$ cat src/design/lbus_align_pkg.sv
/*
  lbus aligner shared types
  segment and beat layout, lane offset, controller states, default sizes
*/
package lbus_align_pkg;

  localparam int NUM_SEG       = 4;  // lane decode assumes four
  localparam int SEG_W_DEF     = 32;
  localparam int BUF_DEPTH_DEF = 8;

  // one lbus segment, 8 control bits plus data
  typedef struct packed {
    logic                 en;
    logic                 sop;
    logic                 eop;
    logic                 err;
    logic [3:0]           mty;
    logic [SEG_W_DEF-1:0] data;
  } lbus_seg_t;

  // lane 0 first in time
  typedef lbus_seg_t [NUM_SEG-1:0] lbus_beat_t;

  typedef logic [1:0] lane_ofs_t;

  typedef enum logic [1:0] {
    IDLE,
    IN_BURST,
    FIRST_PART,  // packet began mid-beat
    TAIL_FLUSH   // leftover lanes after an end, sent alone
  } align_mode_t;

  function automatic logic is_sop(lbus_seg_t s);
    return s.en && s.sop;
  endfunction

  // err closes a packet just like eop
  function automatic logic is_end(lbus_seg_t s);
    return s.en && (s.eop || s.err);
  endfunction

endpackage

$ cat src/design/lbus_align_ctrl.sv
/*
  lbus alignment controller
  tracks lane offset of the packet in flight and decides buffer pops
*/
`timescale 1ns/1ns

module lbus_align_ctrl
  import lbus_align_pkg::*;
(
  input  logic        CLK,
  input  logic        user_rst,
  input  logic        head_valid,
  input  lbus_beat_t  head_beat,
  input  logic        out_ready,
  output logic        pop,
  output align_mode_t mode,
  output lane_ofs_t   ofs
);

  logic [NUM_SEG-1:0] sop_vec;
  logic [NUM_SEG-1:0] end_vec;
  logic               has_sop;
  logic               has_end;
  lane_ofs_t          sop_lane;
  lane_ofs_t          end_lane;  // first end in the head beat
  logic               late_end;  // end at or after the sop lane
  logic               prev_end;  // popped beat already closes the packet
  logic               prev_end_nxt;
  align_mode_t        mode_nxt;
  lane_ofs_t          ofs_nxt;

  always_comb begin
    for (int i = 0; i < NUM_SEG; i++) begin
      sop_vec[i] = is_sop(head_beat[i]);
      end_vec[i] = is_end(head_beat[i]);
    end
  end

  assign has_sop = |sop_vec;
  assign has_end = |end_vec;

  always_comb begin
    sop_lane = '0;
    end_lane = '0;
    late_end = 1'b0;
    for (int i = NUM_SEG - 1; i >= 0; i--) begin
      if (end_vec[i]) end_lane = 2'(i);
      if (sop_vec[i]) sop_lane = 2'(i);
    end
    for (int i = 0; i < NUM_SEG; i++) begin
      if (end_vec[i] && 2'(i) >= sop_lane) late_end = 1'b1;
    end
  end

  always_comb begin
    pop          = 1'b0;
    mode_nxt     = mode;
    ofs_nxt      = ofs;
    prev_end_nxt = prev_end;
    case (mode)
      IDLE: begin
        if (head_valid && sop_vec[0]) begin
          if (out_ready) begin  // aligned already, goes out as is
            pop      = 1'b1;
            mode_nxt = has_end ? IDLE : IN_BURST;
          end
        end else if (head_valid) begin
          pop = 1'b1;  // empty lanes or a tail already flushed
          if (has_sop) begin
            mode_nxt     = FIRST_PART;
            ofs_nxt      = sop_lane;
            prev_end_nxt = late_end;
          end
        end
      end
      TAIL_FLUSH: begin
        // head stays, idle pops it next
        if (head_valid && out_ready) begin
          mode_nxt = IDLE;
          ofs_nxt  = '0;
        end
      end
      default: begin
        if (ofs != '0 && prev_end) begin
          // short packet sits entirely in prev lanes, no head needed
          if (out_ready) begin
            mode_nxt     = IDLE;
            ofs_nxt      = '0;
            prev_end_nxt = 1'b0;
          end
        end else if (head_valid && out_ready) begin
          if (!has_end) begin
            pop      = 1'b1;
            mode_nxt = IN_BURST;
          end else if (ofs != '0 && end_lane >= ofs) begin
            mode_nxt = TAIL_FLUSH;  // tail spills past the merged beat
          end else begin
            pop = 1'b1;
            if (has_sop) begin
              mode_nxt     = FIRST_PART;
              ofs_nxt      = sop_lane;
              prev_end_nxt = late_end;
            end else begin
              mode_nxt     = IDLE;
              ofs_nxt      = '0;
              prev_end_nxt = 1'b0;
            end
          end
        end
      end
    endcase
  end

  always_ff @(posedge CLK or posedge user_rst) begin
    if (user_rst) begin
      mode     <= IDLE;
      ofs      <= '0;
      prev_end <= 1'b0;
    end else begin
      mode     <= mode_nxt;
      ofs      <= ofs_nxt;
      prev_end <= prev_end_nxt;
    end
  end

  a_one_sop: assert property (@(posedge CLK) disable iff (user_rst)
    head_valid |-> $countones(sop_vec) <= 1)
    else $error("head beat carries more than one SOP");

endmodule

$ cat src/design/lbus_aligner_top.sv
/*
  lbus receive aligner
  repacks four lane lbus so every packet starts in lane 0
*/
`timescale 1ns/1ns

module lbus_aligner_top
  import lbus_align_pkg::*;
#(
  parameter int SEG_W     = SEG_W_DEF,
  parameter int BUF_DEPTH = BUF_DEPTH_DEF
) (
  input  logic       CLK,
  input  logic       user_rst,
  input  logic       in_valid,
  input  lbus_beat_t in_beat,
  output logic       in_credit,
  input  logic       out_credit,
  output logic       out_valid,
  output lbus_beat_t out_beat
);

  logic        head_valid;
  lbus_beat_t  head_beat;
  lbus_beat_t  prev_beat;
  logic        pop;
  logic        out_ready;
  align_mode_t mode;
  lane_ofs_t   ofs;
  logic        merged_valid;
  lbus_beat_t  merged_beat;

  lbus_seg_buffer #(
    .BUF_DEPTH (BUF_DEPTH)
  ) u_buffer (
    .CLK        (CLK),
    .user_rst   (user_rst),
    .in_valid   (in_valid),
    .in_beat    (in_beat),
    .pop        (pop),
    .head_valid (head_valid),
    .head_beat  (head_beat),
    .prev_beat  (prev_beat),
    .in_credit  (in_credit)
  );

  lbus_align_ctrl u_ctrl (
    .CLK        (CLK),
    .user_rst   (user_rst),
    .head_valid (head_valid),
    .head_beat  (head_beat),
    .out_ready  (out_ready),
    .pop        (pop),
    .mode       (mode),
    .ofs        (ofs)
  );

  lbus_lane_shifter u_shifter (
    .mode         (mode),
    .ofs          (ofs),
    .head_valid   (head_valid),
    .head_beat    (head_beat),
    .prev_beat    (prev_beat),
    .merged_valid (merged_valid),
    .merged_beat  (merged_beat)
  );

  lbus_out_stage #(
    .BUF_DEPTH (BUF_DEPTH)
  ) u_out (
    .CLK          (CLK),
    .user_rst     (user_rst),
    .merged_valid (merged_valid),
    .merged_beat  (merged_beat),
    .out_credit   (out_credit),
    .out_ready    (out_ready),
    .out_valid    (out_valid),
    .out_beat     (out_beat)
  );

  // segment struct is built at the package width
  a_seg_width: assert property (@(posedge CLK) SEG_W == SEG_W_DEF)
    else $fatal(1, "SEG_W must equal SEG_W_DEF");

endmodule

$ cat src/design/lbus_lane_shifter.sv
/*
  lbus lane shifter
  picks four lanes out of prev and head beats at the current offset
*/
`timescale 1ns/1ns

module lbus_lane_shifter
  import lbus_align_pkg::*;
(
  input  align_mode_t mode,
  input  lane_ofs_t   ofs,
  input  logic        head_valid,
  input  lbus_beat_t  head_beat,
  input  lbus_beat_t  prev_beat,
  output logic        merged_valid,
  output lbus_beat_t  merged_beat
);

  lbus_beat_t                head_m;
  lbus_seg_t [2*NUM_SEG-1:0] win;   // prev lanes 0..3, head lanes 4..7
  logic [2:0]                base;  // first window lane of the output
  logic [3:0]                idx;
  logic                      stop;
  logic                      prev_end;

  assign head_m = head_valid ? head_beat : '0;
  assign win    = {head_m, prev_beat};

  always_comb begin
    if (mode == TAIL_FLUSH)
      base = {1'b1, ofs};  // head lanes past the end
    else if (ofs == '0)
      base = 3'(NUM_SEG);
    else
      base = {1'b0, ofs};
  end

  always_comb begin
    prev_end = 1'b0;
    for (int i = 0; i < NUM_SEG; i++) begin
      if (2'(i) >= ofs && is_end(prev_beat[i])) prev_end = 1'b1;
    end
  end

  // copy lanes until the packet ends or the next one starts
  always_comb begin
    stop        = 1'b0;
    idx         = '0;
    merged_beat = '0;
    for (int i = 0; i < NUM_SEG; i++) begin
      idx = {1'b0, base} + 4'(i);
      if (idx < 4'(2 * NUM_SEG) && !stop) begin
        if (i > 0 && is_sop(win[idx[2:0]])) begin
          stop = 1'b1;  // later packet, left for its own beat
        end else begin
          if (win[idx[2:0]].en) merged_beat[i] = win[idx[2:0]];
          if (is_end(win[idx[2:0]])) stop = 1'b1;
        end
      end
    end
  end

  always_comb begin
    case (mode)
      IDLE:       merged_valid = head_valid && is_sop(head_beat[0]);
      TAIL_FLUSH: merged_valid = head_valid;
      default:    merged_valid = head_valid || (ofs != '0 && prev_end);
    endcase
  end

endmodule

$ cat src/design/lbus_out_stage.sv
/*
  lbus output stage
  beat register and downstream credit counter
*/
`timescale 1ns/1ns

module lbus_out_stage
  import lbus_align_pkg::*;
#(
  parameter int BUF_DEPTH = BUF_DEPTH_DEF  // downstream slots, max credits held
) (
  input  logic       CLK,
  input  logic       user_rst,
  input  logic       merged_valid,
  input  lbus_beat_t merged_beat,
  input  logic       out_credit,
  output logic       out_ready,
  output logic       out_valid,
  output lbus_beat_t out_beat
);

  localparam int CW = $clog2(BUF_DEPTH + 1);

  logic [CW-1:0] credits;
  logic          take;

  assign out_ready = credits != '0;
  assign take      = merged_valid && out_ready;

  always_ff @(posedge CLK or posedge user_rst) begin
    if (user_rst) begin
      credits   <= '0;
      out_valid <= 1'b0;
    end else begin
      credits   <= credits + CW'(out_credit) - CW'(take);  // grant and spend may coincide
      out_valid <= take;
    end
  end

  always_ff @(posedge CLK) begin
    if (take) begin
      out_beat <= merged_beat;
    end
  end

  // a wrap below zero shows up as a count above BUF_DEPTH
  a_credit_range: assert property (@(posedge CLK) disable iff (user_rst)
    credits <= CW'(BUF_DEPTH))
    else $error("output credit counter underflow or overgrant");

endmodule

$ cat src/design/lbus_seg_buffer.sv
/*
  lbus segment buffer
  circular store of input beats, one credit back per pop, keeps last popped beat
*/
`timescale 1ns/1ns

module lbus_seg_buffer
  import lbus_align_pkg::*;
#(
  parameter int BUF_DEPTH = BUF_DEPTH_DEF  // power of two, at least 2
) (
  input  logic       CLK,
  input  logic       user_rst,
  input  logic       in_valid,
  input  lbus_beat_t in_beat,
  input  logic       pop,
  output logic       head_valid,
  output lbus_beat_t head_beat,
  output lbus_beat_t prev_beat,
  output logic       in_credit
);

  localparam int AW = $clog2(BUF_DEPTH);

  lbus_beat_t  mem [BUF_DEPTH];
  logic [AW:0] wr_ptr;
  logic [AW:0] rd_ptr;
  logic        full;

  assign head_valid = wr_ptr != rd_ptr;
  assign full       = (wr_ptr[AW] != rd_ptr[AW]) && (wr_ptr[AW-1:0] == rd_ptr[AW-1:0]);
  assign head_beat  = mem[rd_ptr[AW-1:0]];

  always_ff @(posedge CLK) begin
    if (in_valid) begin
      mem[wr_ptr[AW-1:0]] <= in_beat;
    end
  end

  // history for the shifter, lanes left over from the beat just consumed
  always_ff @(posedge CLK) begin
    if (pop) begin
      prev_beat <= head_beat;
    end
  end

  always_ff @(posedge CLK or posedge user_rst) begin
    if (user_rst) begin
      wr_ptr    <= '0;
      rd_ptr    <= '0;
      in_credit <= 1'b0;
    end else begin
      if (in_valid) begin
        wr_ptr <= wr_ptr + 1'b1;
      end
      if (pop) begin
        rd_ptr <= rd_ptr + 1'b1;
      end
      in_credit <= pop;  // slot freed, credit back to source
    end
  end

  // source must spend a credit per beat
  a_no_overflow: assert property (@(posedge CLK) disable iff (user_rst)
    in_valid |-> !full)
    else $error("write into full segment buffer, source overran its credits");

endmodule

$ cat config.mk
export PLATFORM = sky130hd
export DESIGN_NAME = lbus_aligner_top
export DESIGN_NICKNAME = d
export VERILOG_FILES = /design/src/design/lbus_align_pkg.sv /design/src/design/lbus_align_ctrl.sv /design/src/design/lbus_aligner_top.sv /design/src/design/lbus_lane_shifter.sv /design/src/design/lbus_out_stage.sv /design/src/design/lbus_seg_buffer.sv
export SDC_FILE = /design/constraint.sdc
export NUM_CORES = 2
export LEC_CHECK = 0
export ABC_CLOCK_PERIOD_IN_PS = 19200
export BUFFER_PORTS_ARGS = -buffer_cell sky130_fd_sc_hd__buf_2
export CAP_MARGIN = 20
export CORE_MARGIN = 2
export CORE_UTILIZATION = 38
export CTS_CLUSTER_DIAMETER = 40
export DETAILED_ROUTE_END_ITERATION = 12
export GPL_TIMING_DRIVEN = 0
export SKIP_CTS_REPAIR_TIMING = 1
export SLEW_MARGIN = 30
export SYNTH_ARGS = -nofsm -noshare
export SYNTH_HDL_FRONTEND = slang
export SYNTH_HIERARCHICAL = 1
export SYNTH_SLANG_ARGS = --single-unit
export TNS_END_PERCENT = 1
$ cat constraint.sdc
create_clock -name CLK -period 19.2 [get_ports CLK]
set_input_delay 0 -clock CLK [delete_from_list [all_inputs] [get_ports CLK]]
set_output_delay 0 -clock CLK [all_outputs]
set_load 0.01 [all_outputs]
# == Word level (Yosys, flattened, before mapping) ==
# Memory sizes are Yosys's and may differ from the RTL's.
# Index checks and enable logic that the tools add are counted.
# totals
regBits,339
ram_bits,1280
in_bits,164
out_inout_bits,162
elab_cells,252
memories,1
# classes
addsub,7
n_lt_le_gt_ge,17
n_eq_ne,13
mux,82
bitwise_logic,7
n_reduce_logical,69
# mem_list
name,depth,word_bits,read_ports,rd_ports_with_merged_regs,wr,line_no,rtl
u_buffer.mem,8,160,1,0,1,lbus_seg_buffer.sv:25,lbus_beat_t mem [BUF_DEPTH];
# ops
operator,count
binary-select mux 40 bit (select 3 bit),4
two-way mux 40 bit,8
two-way mux 160 bit,1
two-way mux 2 bit,27
logical AND 1 bit,35
two-way mux 1 bit,35
"< comparator 3 x 4 -> 1 bit, second input constant",5
AND reduction 8 bit,2
logical OR 1 bit,12
"< comparator 4 bit, second input constant",3
"!= test 3 x 2 -> 1 bit, second input constant",3
OR reduction 3 bit,3
"adder 3 x 2 -> 4 bit, second input constant",2
"adder 4 x 1 -> 4 bit, second input constant",2
">= comparator 1 x 2 -> 1 bit, first input constant",4
">= comparator 2 bit, first input constant",4
"!= test 4 x 3 -> 1 bit, second input constant",2
case mux 2 bit (2 select lines),2
nonzero test 4 bit,2
OR reduction 4 bit,2
NOT 1 bit,7
two-way mux 3 bit,2
"!= test 2 x 1 -> 1 bit, second input constant",3
"!= test 3 x 1 -> 1 bit, second input constant",2
other kinds (15),23

# == Logic depth before layout (Yosys ltp) ==
# logic_depth
word_depth,19
ltp_mapped,18

# == Cells and area by module ==
# Netlist, hierarchy kept.
# modules_own_cells
mod,instances,cells_per_inst,area_per_inst_um2,seq_area_each_um2
lbus_seg_buffer,1,2054,53296.1,43466.7
lbus_lane_shifter,1,1686,10346.2,0.0
lbus_out_stage,1,184,5083.6,4929.7
lbus_align_ctrl,1,80,615.6,125.1

# == Least setup slack after synthesis ==
# Ideal clock, no wire load.
# synth_path
path_kind,reg2reg
from,reg u_buffer.rd_ptr[0]
to,reg u_buffer.rd_ptr[1]
setup_ps,125
arrival_ps,15756
t_required_ps,19075
setup_slack_ps,3319
path_stages_with_launch,15
n_path_buf,3
period_less_slack_ps,15881
path_cell_list,dfrtp_1 buf_2 buf_6 buf_6 mux4_2 mux2_2 o21ai_0 inv_1 o21ai_0 nand2_1 ha_1 nor3b_1 nor3b_1 o21ai_0 mux2_2
# synth_lines
item,line_no,rtl
start: declaration,lbus_seg_buffer.sv:27,logic [AW:0] rd_ptr;
start signal: assignment,lbus_seg_buffer.sv:57,rd_ptr <= rd_ptr + 1'b1;

# == Worst setup path in the final report ==
# layout_path
from,reg u_ctrl.ofs[1]
to,"reg, netlist name u_out/out_beat[111]"
# layout_between
elab_chain_cells,16
# layout_lines
item,line_no,rtl
start: declaration,lbus_align_ctrl.sv:17,output lane_ofs_t ofs
start signal: assignment,lbus_align_ctrl.sv:121,ofs <= ofs_nxt;
zero test 2 bit,lbus_lane_shifter.sv:32,else if (ofs == '0)
two-way mux 3 bit,lbus_lane_shifter.sv:32,
two-way mux 3 bit (*),lbus_lane_shifter.sv:30,if (mode == TAIL_FLUSH)
"parallel branches: the longest is 13 deep, another holds adder 3 x 1 -> 4 bit",-,
# Every way passes the cells marked *. The select of a mux whose other input is x is not followed.
# A chain may end at the register's enable or synchronous reset.

==> metrics.yaml <==
power_and_ir_drop:
  power.density_nw_per_um2: 200
  p_leak_uw: 0.0299
  comb_power_share: 0.457
  pwr-share-seq: 0.315
  p_sw_frac: 0.407
  power.switching_uw: 7030
  p_clk_frac: 0.228
  vdd_drop_max_mv: 0.160
  internal_power_uw: 10300
final_layout:
  layout_common_cells: "edfxtp_1 (1600), nand2_1 (680), buf_2 (402)"
  layout_commonest_cell: "edfxtp_1"
  area_growth_syn_to_layout_pct: 24.6
  drive_gt1_frac: 0.305
  utilization: 0.478
  final_area_um2: 86400
  nets: 5119
  fill_cells: 15100
sta:
  fin_crit_sh: 0.406
  rsz0062_at_grt: "false"
  slew_viol_final: 0
  maxSlewHeadroom: 0.238
  setup_violations: 0
  tightest_slew_ns: 1.13
  fmax_mhz: 128
  period_needed_ns: 7.80
  clock_skew_ns: 0.0758
  final-hold-violation-count: 89
  whs_ns: -0.0215
drt:
  viasPerCell: 5.67
  drt_wl_total_um: 229000
  drtAntennaViolNets: 0
  first_iter_violations: 5393
  firstDrtPassIters: 8
  wl_per_cell_um: 30.6
  drcViolationCount: 0
  vias: 42400
min_path:
  hp-class: "in2reg"
  hold_start: "in_beat[152]"
  hold_depth: 2
  hold_end: "u_buffer/mem[3][152]$_DFFE_PP_"
critical_path:
  reg2reg_depth: 15
  r2r_slack_ns: 11.40
  max_stage_delay_ns: 0.91
  worstReg2RegEnd: "u_out/out_beat[111]$_DFFE_PP_"
  crit_path_cell_trace: "buf_2 -> inv_1 -> clkbuf_1 -> clkbuf_1 -> clkbuf_1 -> ha_1 -> buf_4 -> or2_1 -> buf_2 -> nor2_1 -> nor2_1 -> clkbuf_1 -> buf_1 -> a21oi_1 -> a311oi_2"
  crit_path_top_delay_cell: "clkbuf_1"
  crit_family: "buffers and inverters"
  critPathMaxFanout: 12
  crit_buf_inv: 9
  cp_common_cell: "clkbuf_1"
  cp_data_required_time_ns: 19.74
  worstSetupPathType: "reg2reg"
  r2r_start: "u_ctrl/ofs[1]$_DFFE_PP0P_"
  critPathCaptureType: "register"
  arrival_ns: 8.34
  start_kind: "register"
global_route:
  grt_pass1_vias: 41000
  grt_overflow_total: 0
  grt_max_degree: 64
  antenna_found_initial: 29
  grt_pass1_wl_um: 316000
  grt_use_total: 0.243
die:
  fp.dieH_um: 431
  coreArea_um2: 181000
  fp.dieArea_um2: 186000
  fp.dieW_um: 431
  num_rows: 156
  ios: 326
  initial_core_util: 0.383
synthesis:
  ys_seq_elements: 1619
  seq_area_frac_synth: 0.700
  yosysWarnings: 6
  async_reset_ff_frac: 0.0117
  syn_area_um2: 69300
  synth_edf_count: 1600
  synth_cell_type_count: 70
  syn_inst: 4004
  synth_top_flop_cell: "edfxtp_1"
  syn_area_per_cell_um2: 17.3
clock_network:
  cts_tree: "done"
  clock_sinks: 1619
  cts_max_level: 4
  cts_buffers: 207
  clk_path_buf_depth: 3
  clk_pin_slew_worst_paths_ns: 0.06
  cts_root_buf: "clkbuf_16"
  insertion_delay_ns: 0.88
place:
  place_congestion: 0.957
  hpwl_um: 162000
  placed_cell_area_um2: 76700
  portBuffers: 325
run_status:
  violations: "negative hold slack"
  status: "complete, but fails checks"
flow_run:
  maxCapViolations: 0
-- synth_stat cells (all sizes together), types with 14 or more instances --
cell type / number / share of area
a211oi: 51 / 0.0055
a21oi: 121 / 0.0088
a311o: 14 / 0.0020
a311oi: 39 / 0.0049
and3: 22 / 0.0020
buf: 147 / 0.013
clkbuf: 130 / 0.0071
dfrtp: 19 / 0.0069
edfxtp: 1600 / 0.69
ha: 18 / 0.0032
inv: 28 / 0.0015
mux2: 172 / 0.028
mux2i: 158 / 0.023
mux4: 398 / 0.13
nand2: 681 / 0.037
nand3: 51 / 0.0037
nor2: 105 / 0.0058
nor3: 43 / 0.0038
o211ai: 26 / 0.0028
o21ai: 49 / 0.0036
o22ai: 23 / 0.0021
-- state kept, by name (all words and copies together) (netlist names) --
signal and count:
u_out/credits 4, u_ctrl/prev_end 1, u_ctrl/mode 2, u_buffer/in_credit 1
u_buffer/wr_ptr 4, u_out/out_valid 1, u_buffer/mem 1280, u_ctrl/ofs 2
u_out/out_beat 160, u_buffer/rd_ptr 4, u_buffer/prev_beat 160
-- routing by layer --
metal | GRT usage | wire [µm]
met3 | 0.0492 | 16700
met4 | 0.151 | 16000
met5 | 0 | 101
met1 | 0.302 | 86600
met2 | 0.390 | 110000
-- worst max path at each step --
stage               slack (ns)  cells past startpoint                              to                           start
floorplan                 3.32                     14  u_buffer/rd_ptr[1]$_DFFE_PP0P_  u_buffer/rd_ptr[0]$_DFFE_PP0P_
global placement         -5.61                     13  u_buffer/rd_ptr[1]$_DFFE_PP0P_  u_buffer/rd_ptr[1]$_DFFE_PP0P_
detailed placement       11.79                     15    u_out/out_beat[95]$_DFFE_PP_       u_ctrl/ofs[1]$_DFFE_PP0P_
CTS                      11.84                     15    u_out/out_beat[95]$_DFFE_PP_       u_ctrl/ofs[1]$_DFFE_PP0P_
global route             11.72                     15    u_out/out_beat[95]$_DFFE_PP_       u_ctrl/ofs[1]$_DFFE_PP0P_
finish                   11.40                     15   u_out/out_beat[111]$_DFFE_PP_       u_ctrl/ofs[1]$_DFFE_PP0P_
-- power groups by stage --
stage | clock network (µW) | registers (µW) | logic (µW)
2_1_floorplan | 0 | 5830 | 4260
3_3_place_gp | 0 | 6030 | 7090
3_5_place_dp | 0 | 5520 | 7720
4_1_cts | 4000 | 5450 | 7740
5_1_grt | 4150 | 5500 | 8200
6_report | 3940 | 5450 | 7890
-- area by class of cell --
cell class,instances,area (µm²),share of cell area
flip-flops and latches,1619,48500,0.562
multi-input cells,2081,19500,0.226
repair buffers,721,6660,0.0771
clock buffers,227,5280,0.0611
well taps,2370,2970,0.0343
clock inverters,158,1870,0.0217
plain buffers,277,1420,0.0165
inverters,29,116,0.00135
diodes,9,22.5,0.000261
-- per-stage QoR --
step | hold WS (ns) | instances | worst slack, ns | TNS [ns] | power [µW]
3_5_place_dp | 0.0325 | 6840 | 11.79 | 0 | 13200
6_report | -0.0215 | 7491 | 11.40 | 0 | 17300
3_3_place_gp | 0.0378 | 6701 | -5.61 | -2449.10 | 13100
2_1_floorplan | -0.221 | 4006 | 3.32 | 0 | 10100
5_1_grt | -0.00871 | 7490 | 11.72 | 0 | 17800
4_1_cts | -0.898 | 7225 | 11.84 | 0 | 17200
-- kinds of logic (layout without fill, tap and decap cells) --
logic type                 count (synthesis)  count (layout)  share of synthesized area
AOI/OAI and AO/OA                        378             378                     0.0369
other                                      1              12                  0.0000541
and+or+nand+nor                          937             937                     0.0557
muxes                                    728             728                      0.180
adders and majority gates                 19              19                    0.00354
xor gates and xnor gates                  16              16                    0.00213
DFF                                     1619            1619                      0.700
buffers and inverters                    306            1412                     0.0219
No activity file was read; power rests on OpenSTA's default activity.
